<file path="config.mk">
export PLATFORM = sky130hd
export DESIGN_NAME = alpha_cpu_glue
export DESIGN_NICKNAME = d
export VERILOG_FILES = /design/src/hw/alpha_cpu_pkg.sv /design/src/hw/cpu_a_decode.sv /design/src/hw/cpu_b_decode.sv /design/src/hw/cpu_irq_ctrl.sv /design/src/hw/video_bus_port.sv /design/src/hw/alpha_cpu_glue.sv
export SDC_FILE = /design/constraint.sdc
export NUM_CORES = 1
export LEC_CHECK = 0
export BUFFER_PORTS_ARGS = -buffer_cell sky130_fd_sc_hd__buf_2
export CAP_MARGIN = 10
export CORE_ASPECT_RATIO = 0.7
export CORE_UTILIZATION = 35
export CTS_BUF_LIST = sky130_fd_sc_hd__clkbuf_16
export DETAILED_ROUTE_END_ITERATION = 6
export GPL_ROUTABILITY_DRIVEN = 0
export GPL_TIMING_DRIVEN = 0
export PLACE_DENSITY = 0.8
export SETUP_SLACK_MARGIN = 0.3
export SLEW_MARGIN = 20
export SYNTH_ARGS = -nofsm -noshare
export SYNTH_HDL_FRONTEND = slang
export SYNTH_SLANG_ARGS = --single-unit
export TNS_END_PERCENT = 50
</file>
<file path="constraint.sdc">
create_clock -name clk -period 1.35 [get_ports clk]
set_clock_uncertainty 0.15 [all_clocks]
set_input_delay 0.0675 -clock clk [delete_from_list [all_inputs] [get_ports clk]]
set_output_delay 0.0675 -clock clk [all_outputs]
set_load 0.005 [all_outputs]
</file>
<file path="src/hw/alpha_cpu_pkg.sv">
/* Shared widths, idle bus value and decode enums for the two-CPU bus glue.
   Enum values follow the address bit fields they are decoded from. */
`default_nettype none

package alpha_cpu_pkg;

    // ----------------------------------------
    // Bus widths
    // ----------------------------------------
    localparam int ADDR_W = 16;   // Z80 address bus
    localparam int DATA_W = 8;    // Data byte
    localparam int VA_W   = 12;   // Shared video address bus

    // Floating data bus reads as all ones
    localparam logic [DATA_W-1:0] BUS_IDLE = 8'hFF;

    // ----------------------------------------
    // Memory regions, address bits 15:14
    // ----------------------------------------
    typedef enum logic [1:0] {
        ROM0 = 2'd0,  // 0000-3FFF
        ROM1 = 2'd1,  // 4000-7FFF
        ROM2 = 2'd2,  // 8000-BFFF
        HIGH = 2'd3   // C000-FFFF, I/O and video
    } mem_region_e;

    // CPU A I/O page strobes, address bits 10:8 in C000-C7FF
    typedef enum logic [2:0] {
        COIN    = 3'd0,  // C000 read
        P1      = 3'd1,  // C100 read
        P2      = 3'd2,  // C200 read
        P1_P2   = 3'd3,  // C300 unused
        MCODE   = 3'd4,  // C400 write only
        DIP1    = 3'd5,  // C500 read
        DIP2    = 3'd6,  // C600 read
        MAILBOX = 3'd7   // C700 NMI trigger / ack
    } io_sel_e;

    // Video register strobes, video address bits 10:8
    typedef enum logic [2:0] {
        MSB                   = 3'd0,  // Video attributes
        FSX                   = 3'd1,  // Front scroll X
        FSY                   = 3'd2,  // Front scroll Y
        B1SX                  = 3'd3,  // Back1 scroll X
        B1SY                  = 3'd4,  // Back1 scroll Y
        RSVD5                 = 3'd5,  // No register here
        SIDE_COLOR_BANK       = 3'd6,
        BACK1_TILE_COLOR_BANK = 3'd7
    } vreg_e;

endpackage

`default_nettype wire

</file>
<file path="src/hw/cpu_a_decode.sv">
/* CPU A memory map and I/O page. a_din is registered, one cycle behind the bus.
   I/O page reads are not qualified by rd_n, the strobe alone selects the byte. */
`timescale 1ns/1ps
`default_nettype none

module cpu_a_decode (
    input  wire                               clk,
    input  wire                               RESETn,
    input  wire  [alpha_cpu_pkg::ADDR_W-1:0]  a_addr,
    input  wire                               a_mreq_n,
    input  wire                               a_rd_n,
    input  wire                               a_wr_n,
    input  wire  [alpha_cpu_pkg::DATA_W-1:0]  a_rom_data,
    input  wire  [15:0]                       player1,
    input  wire  [15:0]                       player2,
    input  wire  [15:0]                       dsw,
    input  wire                               snd_busy,
    input  wire  [alpha_cpu_pkg::DATA_W-1:0]  a_vin_q,
    output logic [alpha_cpu_pkg::DATA_W-1:0]  a_din,
    output alpha_cpu_pkg::mem_region_e        a_rom_sel,
    output logic                              ae,
    output logic [7:0]                        io_sel_n,
    output logic                              ctrl_rd,
    output logic                              ctrl_wr
);
    import alpha_cpu_pkg::*;

    logic              io_cs;     // mreq in C000-C7FF
    logic              vid_win;   // Address at or above C800
    io_sel_e           io_idx;
    logic [DATA_W-1:0] coin_byte;

    // Joystick and buttons packed the same way for both players
    function automatic logic [DATA_W-1:0] player_byte(input logic [15:0] p);
        player_byte = {1'b1, p[3], p[2], p[4], p[11], p[10], p[12], p[13]};
    endfunction

    // ----------------------------------------
    // Address decode
    // ----------------------------------------
    assign a_rom_sel = mem_region_e'(a_addr[15:14]);
    assign vid_win   = (a_addr >= 16'hC800);
    assign ae        = !a_mreq_n && vid_win;
    assign io_cs     = !a_mreq_n && (a_addr[15:11] == 5'b11000);
    assign io_idx    = io_sel_e'(a_addr[10:8]);

    // One-of-eight I/O strobe, active low
    always_comb begin
        for (int i = 0; i < 8; i++) begin
            io_sel_n[i] = !(io_cs && (io_idx == io_sel_e'(i)));
        end
    end

    // Mailbox C700, read triggers B NMI, write acks A NMI
    assign ctrl_rd = !io_sel_n[MAILBOX] && !a_rd_n;
    assign ctrl_wr = !io_sel_n[MAILBOX] && !a_wr_n;

    // Unused, sound busy, start2, start1, service, unused, coin
    assign coin_byte = {2'b11, snd_busy, player1[8], player1[1], player1[9],
                        1'b1, player1[0]};

    // ----------------------------------------
    // Read data mux, first match wins
    // ----------------------------------------
    always_ff @(posedge clk) begin
        if (!RESETn) begin
            a_din <= BUS_IDLE;
        end else if (!a_mreq_n && a_rom_sel != HIGH) begin
            a_din <= a_rom_data;             // ROM0..ROM2
        end else if (io_cs) begin
            case (io_idx)
                COIN:           a_din <= coin_byte;
                P1:             a_din <= player_byte(player1);
                P2:             a_din <= player_byte(player2);
                P1_P2, MAILBOX: a_din <= '1;
                DIP1:           a_din <= dsw[7:0];
                DIP2:           a_din <= dsw[15:8];
                default:        a_din <= BUS_IDLE;  // MCODE is write only
            endcase
        end else if (!a_rd_n && vid_win) begin
            a_din <= a_vin_q;                // Video read-back latch
        end else begin
            a_din <= BUS_IDLE;
        end
    end

endmodule

`default_nettype wire

</file>
<file path="src/hw/cpu_b_decode.sv">
/* CPU B memory map. No I/O page, C000-C7FF is the mailbox only.
   b_din is registered, one cycle behind the bus. */
`timescale 1ns/1ps
`default_nettype none

module cpu_b_decode (
    input  wire                               clk,
    input  wire                               RESETn,
    input  wire  [alpha_cpu_pkg::ADDR_W-1:0]  b_addr,
    input  wire                               b_mreq_n,
    input  wire                               b_rd_n,
    input  wire                               b_wr_n,
    input  wire  [alpha_cpu_pkg::DATA_W-1:0]  b_rom_data,
    input  wire  [alpha_cpu_pkg::DATA_W-1:0]  b_vin_q,
    output logic [alpha_cpu_pkg::DATA_W-1:0]  b_din,
    output alpha_cpu_pkg::mem_region_e        b_rom_sel,
    output logic                              be,
    output logic                              ctrl_rd,
    output logic                              ctrl_wr
);
    import alpha_cpu_pkg::*;

    logic mbox_cs;   // mreq in C000-C7FF
    logic vid_win;

    assign b_rom_sel = mem_region_e'(b_addr[15:14]);
    assign vid_win   = (b_addr >= 16'hC800);
    assign be        = !b_mreq_n && vid_win;
    assign mbox_cs   = !b_mreq_n && (b_addr[15:11] == 5'b11000);

    // Read triggers A NMI, write acks B NMI
    assign ctrl_rd = mbox_cs && !b_rd_n;
    assign ctrl_wr = mbox_cs && !b_wr_n;

    // Read data mux
    always_ff @(posedge clk) begin
        if (!RESETn) begin
            b_din <= BUS_IDLE;
        end else if (!b_mreq_n && b_rom_sel != HIGH) begin
            b_din <= b_rom_data;
        end else if (ctrl_rd) begin
            b_din <= '1;          // Mailbox reads as ones
        end else if (!b_rd_n && vid_win) begin
            b_din <= b_vin_q;
        end else begin
            b_din <= BUS_IDLE;
        end
    end

endmodule

`default_nettype wire

</file>
<file path="src/hw/cpu_irq_ctrl.sv">
/* VBL interrupts and cross-CPU NMI mailbox. All outputs registered, active low.
   A clear (iorq or mailbox write) wins over a set in the same cycle. */
`timescale 1ns/1ps
`default_nettype none

module cpu_irq_ctrl (
    input  wire  clk,
    input  wire  RESETn,
    input  wire  vbl,
    input  wire  a_iorq_n,
    input  wire  b_iorq_n,
    input  wire  a_ctrl_rd,
    input  wire  a_ctrl_wr,
    input  wire  b_ctrl_rd,
    input  wire  b_ctrl_wr,
    output logic a_int_n,
    output logic b_int_n,
    output logic a_nmi_n,
    output logic b_nmi_n
);
    logic vbl_q;
    logic a_rd_q;
    logic b_rd_q;
    logic vbl_rise;
    logic a_rd_end;   // CPU A mailbox read just finished
    logic b_rd_end;

    // Edge detect against last cycle's copy
    assign vbl_rise = vbl && !vbl_q;
    assign a_rd_end = a_rd_q && !a_ctrl_rd;
    assign b_rd_end = b_rd_q && !b_ctrl_rd;

    always_ff @(posedge clk) begin
        if (!RESETn) begin
            vbl_q   <= 1'b0;
            a_rd_q  <= 1'b0;
            b_rd_q  <= 1'b0;
            a_int_n <= 1'b1;
            b_int_n <= 1'b1;
            a_nmi_n <= 1'b1;
            b_nmi_n <= 1'b1;
        end else begin
            vbl_q  <= vbl;
            a_rd_q <= a_ctrl_rd;
            b_rd_q <= b_ctrl_rd;

            // ----------------------------------------
            // VBL, cleared by each CPU's int acknowledge
            if (!a_iorq_n)     a_int_n <= 1'b1;
            else if (vbl_rise) a_int_n <= 1'b0;

            if (!b_iorq_n)     b_int_n <= 1'b1;
            else if (vbl_rise) b_int_n <= 1'b0;

            // Mailbox, A reads C700 to kick B, B writes C000 to ack
            if (b_ctrl_wr)     b_nmi_n <= 1'b1;
            else if (a_rd_end) b_nmi_n <= 1'b0;

            // Mirror, B reads C000 to kick A, A writes C700 to ack
            if (a_ctrl_wr)     a_nmi_n <= 1'b1;
            else if (b_rd_end) a_nmi_n <= 1'b0;
        end
    end

endmodule

`default_nettype wire

</file>
<file path="src/hw/video_bus_port.sv">
/* Shared video bus. a_b picks the owner for address and chip selects;
   write data follows wba/wbb independently of a_b. Read-back latches load while rl* high. */
`timescale 1ns/1ps
`default_nettype none

module video_bus_port (
    input  wire                               clk,
    input  wire                               RESETn,
    input  wire                               a_b,
    input  wire  [alpha_cpu_pkg::ADDR_W-1:0]  a_addr,
    input  wire  [alpha_cpu_pkg::ADDR_W-1:0]  b_addr,
    input  wire  [alpha_cpu_pkg::DATA_W-1:0]  a_dout,
    input  wire  [alpha_cpu_pkg::DATA_W-1:0]  b_dout,
    input  wire                               a_mreq_n,
    input  wire                               b_mreq_n,
    input  wire                               a_rd_n,
    input  wire                               b_rd_n,
    input  wire                               wba,
    input  wire                               wbb,
    input  wire                               rla,
    input  wire                               rlb,
    input  wire                               vdg,
    input  wire  [alpha_cpu_pkg::DATA_W-1:0]  v_in,
    output logic [alpha_cpu_pkg::VA_W-1:0]    va,
    output logic [alpha_cpu_pkg::DATA_W-1:0]  v_out,
    output logic [alpha_cpu_pkg::DATA_W-1:0]  a_vin_q,
    output logic [alpha_cpu_pkg::DATA_W-1:0]  b_vin_q,
    output logic                              front_cs_n,
    output logic                              side_cs_n,
    output logic                              back1_cs_n,
    output logic                              vrd_n,
    output logic                              disc,
    output logic [7:0]                        vreg_sel_n
);
    import alpha_cpu_pkg::*;

    logic [ADDR_W-1:0] own_addr;   // Address of current owner
    logic              own_mreq_n;
    logic              own_rd_n;
    logic [4:0]        blk;        // 2K block, address bits 15:11
    vreg_e             vreg_idx;

    // ----------------------------------------
    // Owner mux, high selects CPU B
    // ----------------------------------------
    assign own_addr   = a_b ? b_addr   : a_addr;
    assign own_mreq_n = a_b ? b_mreq_n : a_mreq_n;
    assign own_rd_n   = a_b ? b_rd_n   : a_rd_n;
    assign va         = own_addr[VA_W-1:0];
    assign blk        = own_addr[15:11];

    // Write data, A has priority
    assign v_out = !wba ? a_dout : (!wbb ? b_dout : BUS_IDLE);

    // Chip selects, active low
    assign disc       = !(!own_mreq_n && blk == 5'b11001);              // C800-CFFF
    assign front_cs_n = !(!own_mreq_n && blk == 5'b11010);              // D000-D7FF
    assign back1_cs_n = !(!own_mreq_n && blk >= 5'b11011 && blk <= 5'b11110);
    assign side_cs_n  = !(!own_mreq_n && blk == 5'b11111);              // F800-FFFF
    assign vrd_n      = !(!own_mreq_n && !own_rd_n && blk >= 5'b11001);

    // Register strobes, enabled by disc and vdg both low
    assign vreg_idx = vreg_e'(va[10:8]);
    always_comb begin
        for (int i = 0; i < 8; i++) begin
            vreg_sel_n[i] = !(!disc && !vdg && (vreg_idx == vreg_e'(i)));
        end
    end

    // ----------------------------------------
    // Read-back latches, clocked transparent
    // ----------------------------------------
    always_ff @(posedge clk) begin
        if (!RESETn) begin
            a_vin_q <= '0;
            b_vin_q <= '0;
        end else begin
            if (rla) a_vin_q <= v_in;
            if (rlb) b_vin_q <= v_in;
        end
    end

endmodule

`default_nettype wire

</file>
<file path="src/hw/alpha_cpu_glue.sv">
/* Bus glue top for the two-CPU main board. CPU buses and ROM data come in as ports;
   all strobes are active low where the name ends in _n. */
`timescale 1ns/1ps
`default_nettype none

module alpha_cpu_glue (
    input  wire                               clk,
    input  wire                               RESETn,
    // CPU A bus
    input  wire  [alpha_cpu_pkg::ADDR_W-1:0]  a_addr,
    input  wire  [alpha_cpu_pkg::DATA_W-1:0]  a_dout,
    input  wire                               a_mreq_n,
    input  wire                               a_iorq_n,
    input  wire                               a_rd_n,
    input  wire                               a_wr_n,
    input  wire  [alpha_cpu_pkg::DATA_W-1:0]  a_rom_data,
    // CPU B bus
    input  wire  [alpha_cpu_pkg::ADDR_W-1:0]  b_addr,
    input  wire  [alpha_cpu_pkg::DATA_W-1:0]  b_dout,
    input  wire                               b_mreq_n,
    input  wire                               b_iorq_n,
    input  wire                               b_rd_n,
    input  wire                               b_wr_n,
    input  wire  [alpha_cpu_pkg::DATA_W-1:0]  b_rom_data,
    // Inputs and timing
    input  wire  [15:0]                       player1,
    input  wire  [15:0]                       player2,
    input  wire  [15:0]                       dsw,
    input  wire                               snd_busy,
    input  wire                               vbl,
    // Video bus control
    input  wire                               a_b,
    input  wire                               wba,
    input  wire                               wbb,
    input  wire                               rla,
    input  wire                               rlb,
    input  wire                               vdg,
    input  wire  [alpha_cpu_pkg::DATA_W-1:0]  v_in,
    // Outputs
    output logic [alpha_cpu_pkg::DATA_W-1:0]  a_din,
    output logic [alpha_cpu_pkg::DATA_W-1:0]  b_din,
    output alpha_cpu_pkg::mem_region_e        a_rom_sel,
    output alpha_cpu_pkg::mem_region_e        b_rom_sel,
    output logic                              ae,
    output logic                              be,
    output logic [7:0]                        io_sel_n,
    output logic                              a_int_n,
    output logic                              b_int_n,
    output logic                              a_nmi_n,
    output logic                              b_nmi_n,
    output logic [alpha_cpu_pkg::VA_W-1:0]    va,
    output logic [alpha_cpu_pkg::DATA_W-1:0]  v_out,
    output logic                              front_cs_n,
    output logic                              side_cs_n,
    output logic                              back1_cs_n,
    output logic                              vrd_n,
    output logic                              disc,
    output logic [7:0]                        vreg_sel_n
);
    import alpha_cpu_pkg::*;

    logic              a_ctrl_rd;   // Mailbox strobes
    logic              a_ctrl_wr;
    logic              b_ctrl_rd;
    logic              b_ctrl_wr;
    logic [DATA_W-1:0] a_vin_q;     // Video read-back per CPU
    logic [DATA_W-1:0] b_vin_q;

    // ----------------------------------------
    cpu_a_decode u_cpu_a (
        .clk(clk), .RESETn(RESETn),
        .a_addr(a_addr), .a_mreq_n(a_mreq_n), .a_rd_n(a_rd_n), .a_wr_n(a_wr_n),
        .a_rom_data(a_rom_data), .player1(player1), .player2(player2), .dsw(dsw),
        .snd_busy(snd_busy), .a_vin_q(a_vin_q),
        .a_din(a_din), .a_rom_sel(a_rom_sel), .ae(ae), .io_sel_n(io_sel_n),
        .ctrl_rd(a_ctrl_rd), .ctrl_wr(a_ctrl_wr)
    );

    cpu_b_decode u_cpu_b (
        .clk(clk), .RESETn(RESETn),
        .b_addr(b_addr), .b_mreq_n(b_mreq_n), .b_rd_n(b_rd_n), .b_wr_n(b_wr_n),
        .b_rom_data(b_rom_data), .b_vin_q(b_vin_q),
        .b_din(b_din), .b_rom_sel(b_rom_sel), .be(be),
        .ctrl_rd(b_ctrl_rd), .ctrl_wr(b_ctrl_wr)
    );

    cpu_irq_ctrl u_irq (
        .clk(clk), .RESETn(RESETn), .vbl(vbl),
        .a_iorq_n(a_iorq_n), .b_iorq_n(b_iorq_n),
        .a_ctrl_rd(a_ctrl_rd), .a_ctrl_wr(a_ctrl_wr),
        .b_ctrl_rd(b_ctrl_rd), .b_ctrl_wr(b_ctrl_wr),
        .a_int_n(a_int_n), .b_int_n(b_int_n), .a_nmi_n(a_nmi_n), .b_nmi_n(b_nmi_n)
    );

    video_bus_port u_vid (
        .clk(clk), .RESETn(RESETn), .a_b(a_b),
        .a_addr(a_addr), .b_addr(b_addr), .a_dout(a_dout), .b_dout(b_dout),
        .a_mreq_n(a_mreq_n), .b_mreq_n(b_mreq_n), .a_rd_n(a_rd_n), .b_rd_n(b_rd_n),
        .wba(wba), .wbb(wbb), .rla(rla), .rlb(rlb), .vdg(vdg), .v_in(v_in),
        .va(va), .v_out(v_out), .a_vin_q(a_vin_q), .b_vin_q(b_vin_q),
        .front_cs_n(front_cs_n), .side_cs_n(side_cs_n), .back1_cs_n(back1_cs_n),
        .vrd_n(vrd_n), .disc(disc), .vreg_sel_n(vreg_sel_n)
    );

endmodule

`default_nettype wire

</file>
* Word-level counts from Yosys, hierarchy flattened *
Cells that the tools add are included.

word-level totals
  register bits after elaboration = 39
  bits in latches = 0
  memory bits (writable) = 0
  memory bits (read-only) = 0
  bits of input ports = 138
  output and inout port bits = 67
  logic and storage cells = 128
  memories = 0

cells by class
  add/subtract/negate cells = 0
  multiply operators = 0
  div/mod/pow operators = 0
  magnitude comparators = 5
  equality and inequality tests = 21
  shifts and indexed selects = 0
  muxes and demuxes = 12
  bitwise gates (word level) = 1
  reduce and logical (&&, ||, !) cells = 78

operator list
  kind                                                              count
  8-bit two-way mux                                                 8
  8-bit case mux with 5 select lines                                1
  1-bit logical AND                                                 39
  1-bit logical NOT                                                 33
  16-bit greater-or-equal comparator (second input constant)        2
  5-bit == test (second input constant)                             5
  3-bit == test (second input constant)                             8
  16-bit two-way mux                                                1
  3-bit by 2-bit == test with 1-bit output (second input constant)  4
  5-bit greater-or-equal comparator (second input constant)         2
  3-bit by 1-bit == test with 1-bit output (second input constant)  2
  3-bit logical NOT                                                 2
  5-bit less-or-equal comparator (second input constant)            1
  2-bit inequality test (second input constant)                     2
  2-bit AND reduction                                               2
  2-bit OR reduction                                                2
  1-bit two-way mux                                                 2
  1-bit inverter                                                    1

* Longest topological paths before layout *
  depth after elaboration = 6
  mapped depth = 6

* Cells and area by module *
From an unflattened synthesis, not the netlist that was laid out.

second synthesis, totals
  cell total of the unflattened synthesis = 280
  area, all modules = 2534.9 um2

by module, submodules not included
  module          instances  cells each  area each (um2)
  video_bus_port  1          127         1198.6
  cpu_a_decode    1          106         803.3
  cpu_b_decode    1          27          307.8
  cpu_irq_ctrl    1          20          225.2

* Worst setup path before layout *
OpenSTA, ideal clock, no wires.

  path kind = input to output
  from = input port a_b
  to = output port vreg_sel_n[0]
  data arrival time = 1128 ps
  required time = 1133 ps
  setup slack = 5 ps
  cell stages on the path = 4
  cell sequence = mux2_4 a211o_1 nor4b_4 nand3_1

between the ends
  longest elaborated chain between the ends = 6
  elaborated cells on any way between the ends = 9
  those cells by class = eq/ne: 1; mux: 2; reduce/logical: 6

RTL lines
  element                                                         line                                        RTL
  start, declared                                                 alpha_cpu_glue.sv:32                        input wire a_b,
  16-bit two-way mux / 1-bit two-way mux (equally long branches)  video_bus_port.sv:46, video_bus_port.sv:47
  5-bit == test / 1-bit logical NOT (equally long branches)       video_bus_port.sv:56                        assign disc = !(!own_mreq_n && blk == 5'b11001);
  1-bit logical AND                                               video_bus_port.sv:56
  1-bit logical AND                                               video_bus_port.sv:66                        vreg_sel_n[i] = !(!disc && !vdg && (vreg_idx == vreg_e'(i)));
  1-bit logical AND (*)                                           video_bus_port.sv:66
  1-bit logical NOT (*)                                           video_bus_port.sv:66
  end, declared                                                   alpha_cpu_glue.sv:58                        output logic [7:0] vreg_sel_n

Every way passes the cells marked *; elsewhere a longest branch is shown, timed or not.

* Worst setup path in the final report *
  from = input port a_b
  to = output port vreg_sel_n[4]

Same word-level chain as after synthesis.

==> metrics.cfg <==
[power_and_ir_drop]
p_leak_nw = 2.00
pwr-share-clk = 0.376
power.density_mw_per_mm2 = 799
power.total_mw = 3.54
p_int_mw = 2.61
power_switching_mw = 0.928
p_seq_frac = 0.351
sw_frac_of_total = 0.262
p_comb_frac = 0.272
peakVddDrop_mv = 0.471

[drt]
drc_errors = 0
vias = 3064
vias_per_cell = 5.07
met1_length_mm = 3.77
route.met3.wl_um = 612
top_layer = met4
drtIter0Drc = 89
wl_met2_mm = 4.93
routedWlPerCell_um = 15.7
first_pass_iters = 4
ant_nets = 0
wl_mm = 9.49

[die]
die_w_um = 100
initial_utilization = 0.371
die_h_um = 70.8
rows = 24
io_pins = 205
dieArea_mm2 = 0.00709
coreArea_mm2 = 0.00637

[critical_path]
cp_num_buf_inv = 3
cp_slowest_cell = mux2_4
critical_path_class = primary input to primary output
path_max_fanout = 8
cp_top_family = buffers and inverters
start_kind = primary input
worstPathArrival_ns = 1.36
cp_slowest_stage_delay_ns = 0.30
crit_required_ns = 1.13
path_cells = buf_8 > mux2_4 > a211o_1 > nor4b_4 > buf_6 > nand3_2 > buf_2
end_kind = primary output

[logic_synthesis]
synth.distinct_cells = 52
synthesis.nets = 413
synth_ff_type = dfxtp_1
syn-instance-count = 275
synth-edff-count = 0
synth_warnings = 0
synthesis.area_mm2 = 0.00236
ys_seq_elements = 39
syn_area_per_cell_um2 = 8.59
synthArstFlopShare = 0
ys_seq_area_frac = 0.330

[global_routing]
grt_overflow = 0
antenna_found_initial = 0
grt_pass1_vias = 2990
grt_usage = 0.249
grt_max_degree = 14
grt_pass1_wl_mm = 14.0

[timing]
max_freq_mhz = 635
hold_violations = 1
setup_tns_ns = -1.98
max_slew_margin = 0.593
maxSlewViolCount = 0
min_period_over_period = 1.17
tightest_slew_ns = 0.610
min_period_ns = 1.58
worst_slack_ns = -0.225
rsz0062_at_grt = yes
timing.hold.ws_ns = -0.0182
finalSetupViolCount = 15

[status]
failed_checks = hold timing, setup timing
status = finished, violations left

[final_layout]
nNetsFinal = 650
final_layout_size_suffix_gt1_frac = 0.565
syn2layout_area_growth_pct = 87.3
fin_cells = 604
finalInstanceArea_mm2 = 0.00443
fin_util = 0.696
n_antenna_cell = 0
fill_cells = 513

[clocking]
clk_pin_slew_ns = 0.06
clkSinkCount = 39
clk_latency_ns = 0.28
htreeDepth = 2
clockBufferDepth = 2
ctsHoldBuffers = 29
cts_root_buffer = clkbuf_16
cts_tree = yes
cts_made_buffers = 5

[flow_run]
maxCapViolations = 0

[placed_design]
placed_cells = 552
dp.final_hpwl_mm = 6.77
dp_slack_ns = -0.368
place_area_mm2 = 0.00351
io_buffers = 186

[worst_hold_path]
worstHoldPathType = primary input to register

-- timing repair --
item / in CTS / in global routing
gates resized for setup: 41 / 44
setup buffers: 8 / 7
pin swaps: 11 / 25
setup endpoints to repair: 54 / 62
endpoints found under the hold margin: 39 / 1
-- cell usage after synthesis (all sizes together) (3+ instances only) --
| library cell | instances | area share |
|---|---|---|
| nor3 | 7 | 0.017 |
| a221oi | 3 | 0.011 |
| o22ai | 12 | 0.032 |
| o211ai | 4 | 0.013 |
| nor4bb | 3 | 0.013 |
| a211oi | 5 | 0.018 |
| inv | 9 | 0.014 |
| o21ai | 10 | 0.021 |
| nand2 | 27 | 0.043 |
| a21oi | 4 | 0.0085 |
| nand3 | 16 | 0.034 |
| nor2 | 11 | 0.017 |
| nand2b | 8 | 0.021 |
| nor2b | 18 | 0.048 |
| buf | 11 | 0.030 |
| clkbuf | 11 | 0.017 |
| mux2 | 12 | 0.059 |
| mux2i | 25 | 0.11 |
| dfxtp | 39 | 0.33 |
| o22a | 7 | 0.026 |
| and2 | 3 | 0.0079 |
-- path summary, 6_finish.rpt --
path / start / slack, ns / cells after the start / to
max reg2reg: u_vid.a_vin_q[1] / 0.45 / 2 / u_cpu_a.a_din[1]
max: a_b / -0.23 / 7 / vreg_sel_n[4]
min: b_wr_n / -0.02 / 3 / u_irq.b_nmi_n
min reg2reg: u_irq.b_nmi_n / 0.31 / 1 / u_irq.b_nmi_n
-- worst reg2reg max path, cell delays in order (launching register included) --
cell      delay [ns]
dfxtp_1         0.33
o221ai_2        0.18
nand3_1         0.10
-- cells by family after synthesis --
group / Yosys count / share of synthesized area
AO/OA/AOI/OAI: 59 / 0.179
XOR/XNOR: 1 / 0.00371
buffers and inverters: 31 / 0.0619
flip-flops: 39 / 0.330
multiplexers: 38 / 0.174
AND/OR/NAND/NOR: 107 / 0.251
-- flip-flops by register name, indices dropped and copies added (netlist names) --
signal / count
u_cpu_a.a_din: 8
u_cpu_b.b_din: 8
u_irq.a_int_n: 1
u_irq.a_nmi_n: 1
u_irq.a_rd_q: 1
u_irq.b_int_n: 1
u_irq.b_nmi_n: 1
u_irq.b_rd_q: 1
u_irq.vbl_q: 1
u_vid.a_vin_q: 8
u_vid.b_vin_q: 8
-- final cells by class --
| class | count | area, um2 | area share |
|---|---|---|---|
| multi-input combinational | 205 | 1740 | 0.392 |
| timing repair buffer | 230 | 1420 | 0.320 |
| sequential | 39 | 781 | 0.176 |
| buffer | 22 | 176 | 0.0398 |
| clock buffer | 5 | 125 | 0.0283 |
| tap | 91 | 114 | 0.0257 |
| clock inverter | 3 | 43.8 | 0.00989 |
| inverter | 9 | 36.3 | 0.00819 |
-- routing by layer --
metal / up-vias / GRT usage
met5: - / 0
met2: 141 / 0.463
li1: 1477 / -
met3: 16 / 0.0405
met4: 0 / 0.0773
met1: 1430 / 0.293
-- placed cells by master, fill, tap and decap left out, drive strengths merged, types with 9 or more instances in the layout --
master,netlist,layout
buf,11,214
dlygate4sd3,0,29
nor2,11,11
o22ai,12,12
inv,9,9
o21ai,10,10
nand3,16,16
mux2i,25,25
nand2,27,27
dfxtp,39,39
mux2,12,12
nor2b,18,18
clkbuf,11,14
-- power groups by stage --
stage / clock network [mW] / registers [mW] / logic [mW]
after CTS: 1.36 / 1.24 / 0.884
after floorplan: 0 / 1.26 / 0.394
after global routing: 1.42 / 1.25 / 1.04
final: 1.33 / 1.24 / 0.963
after detailed placement: 0 / 1.27 / 0.756
after global placement: 0 / 1.26 / 0.738
Note: power is estimated with default switching activity, not from simulation.
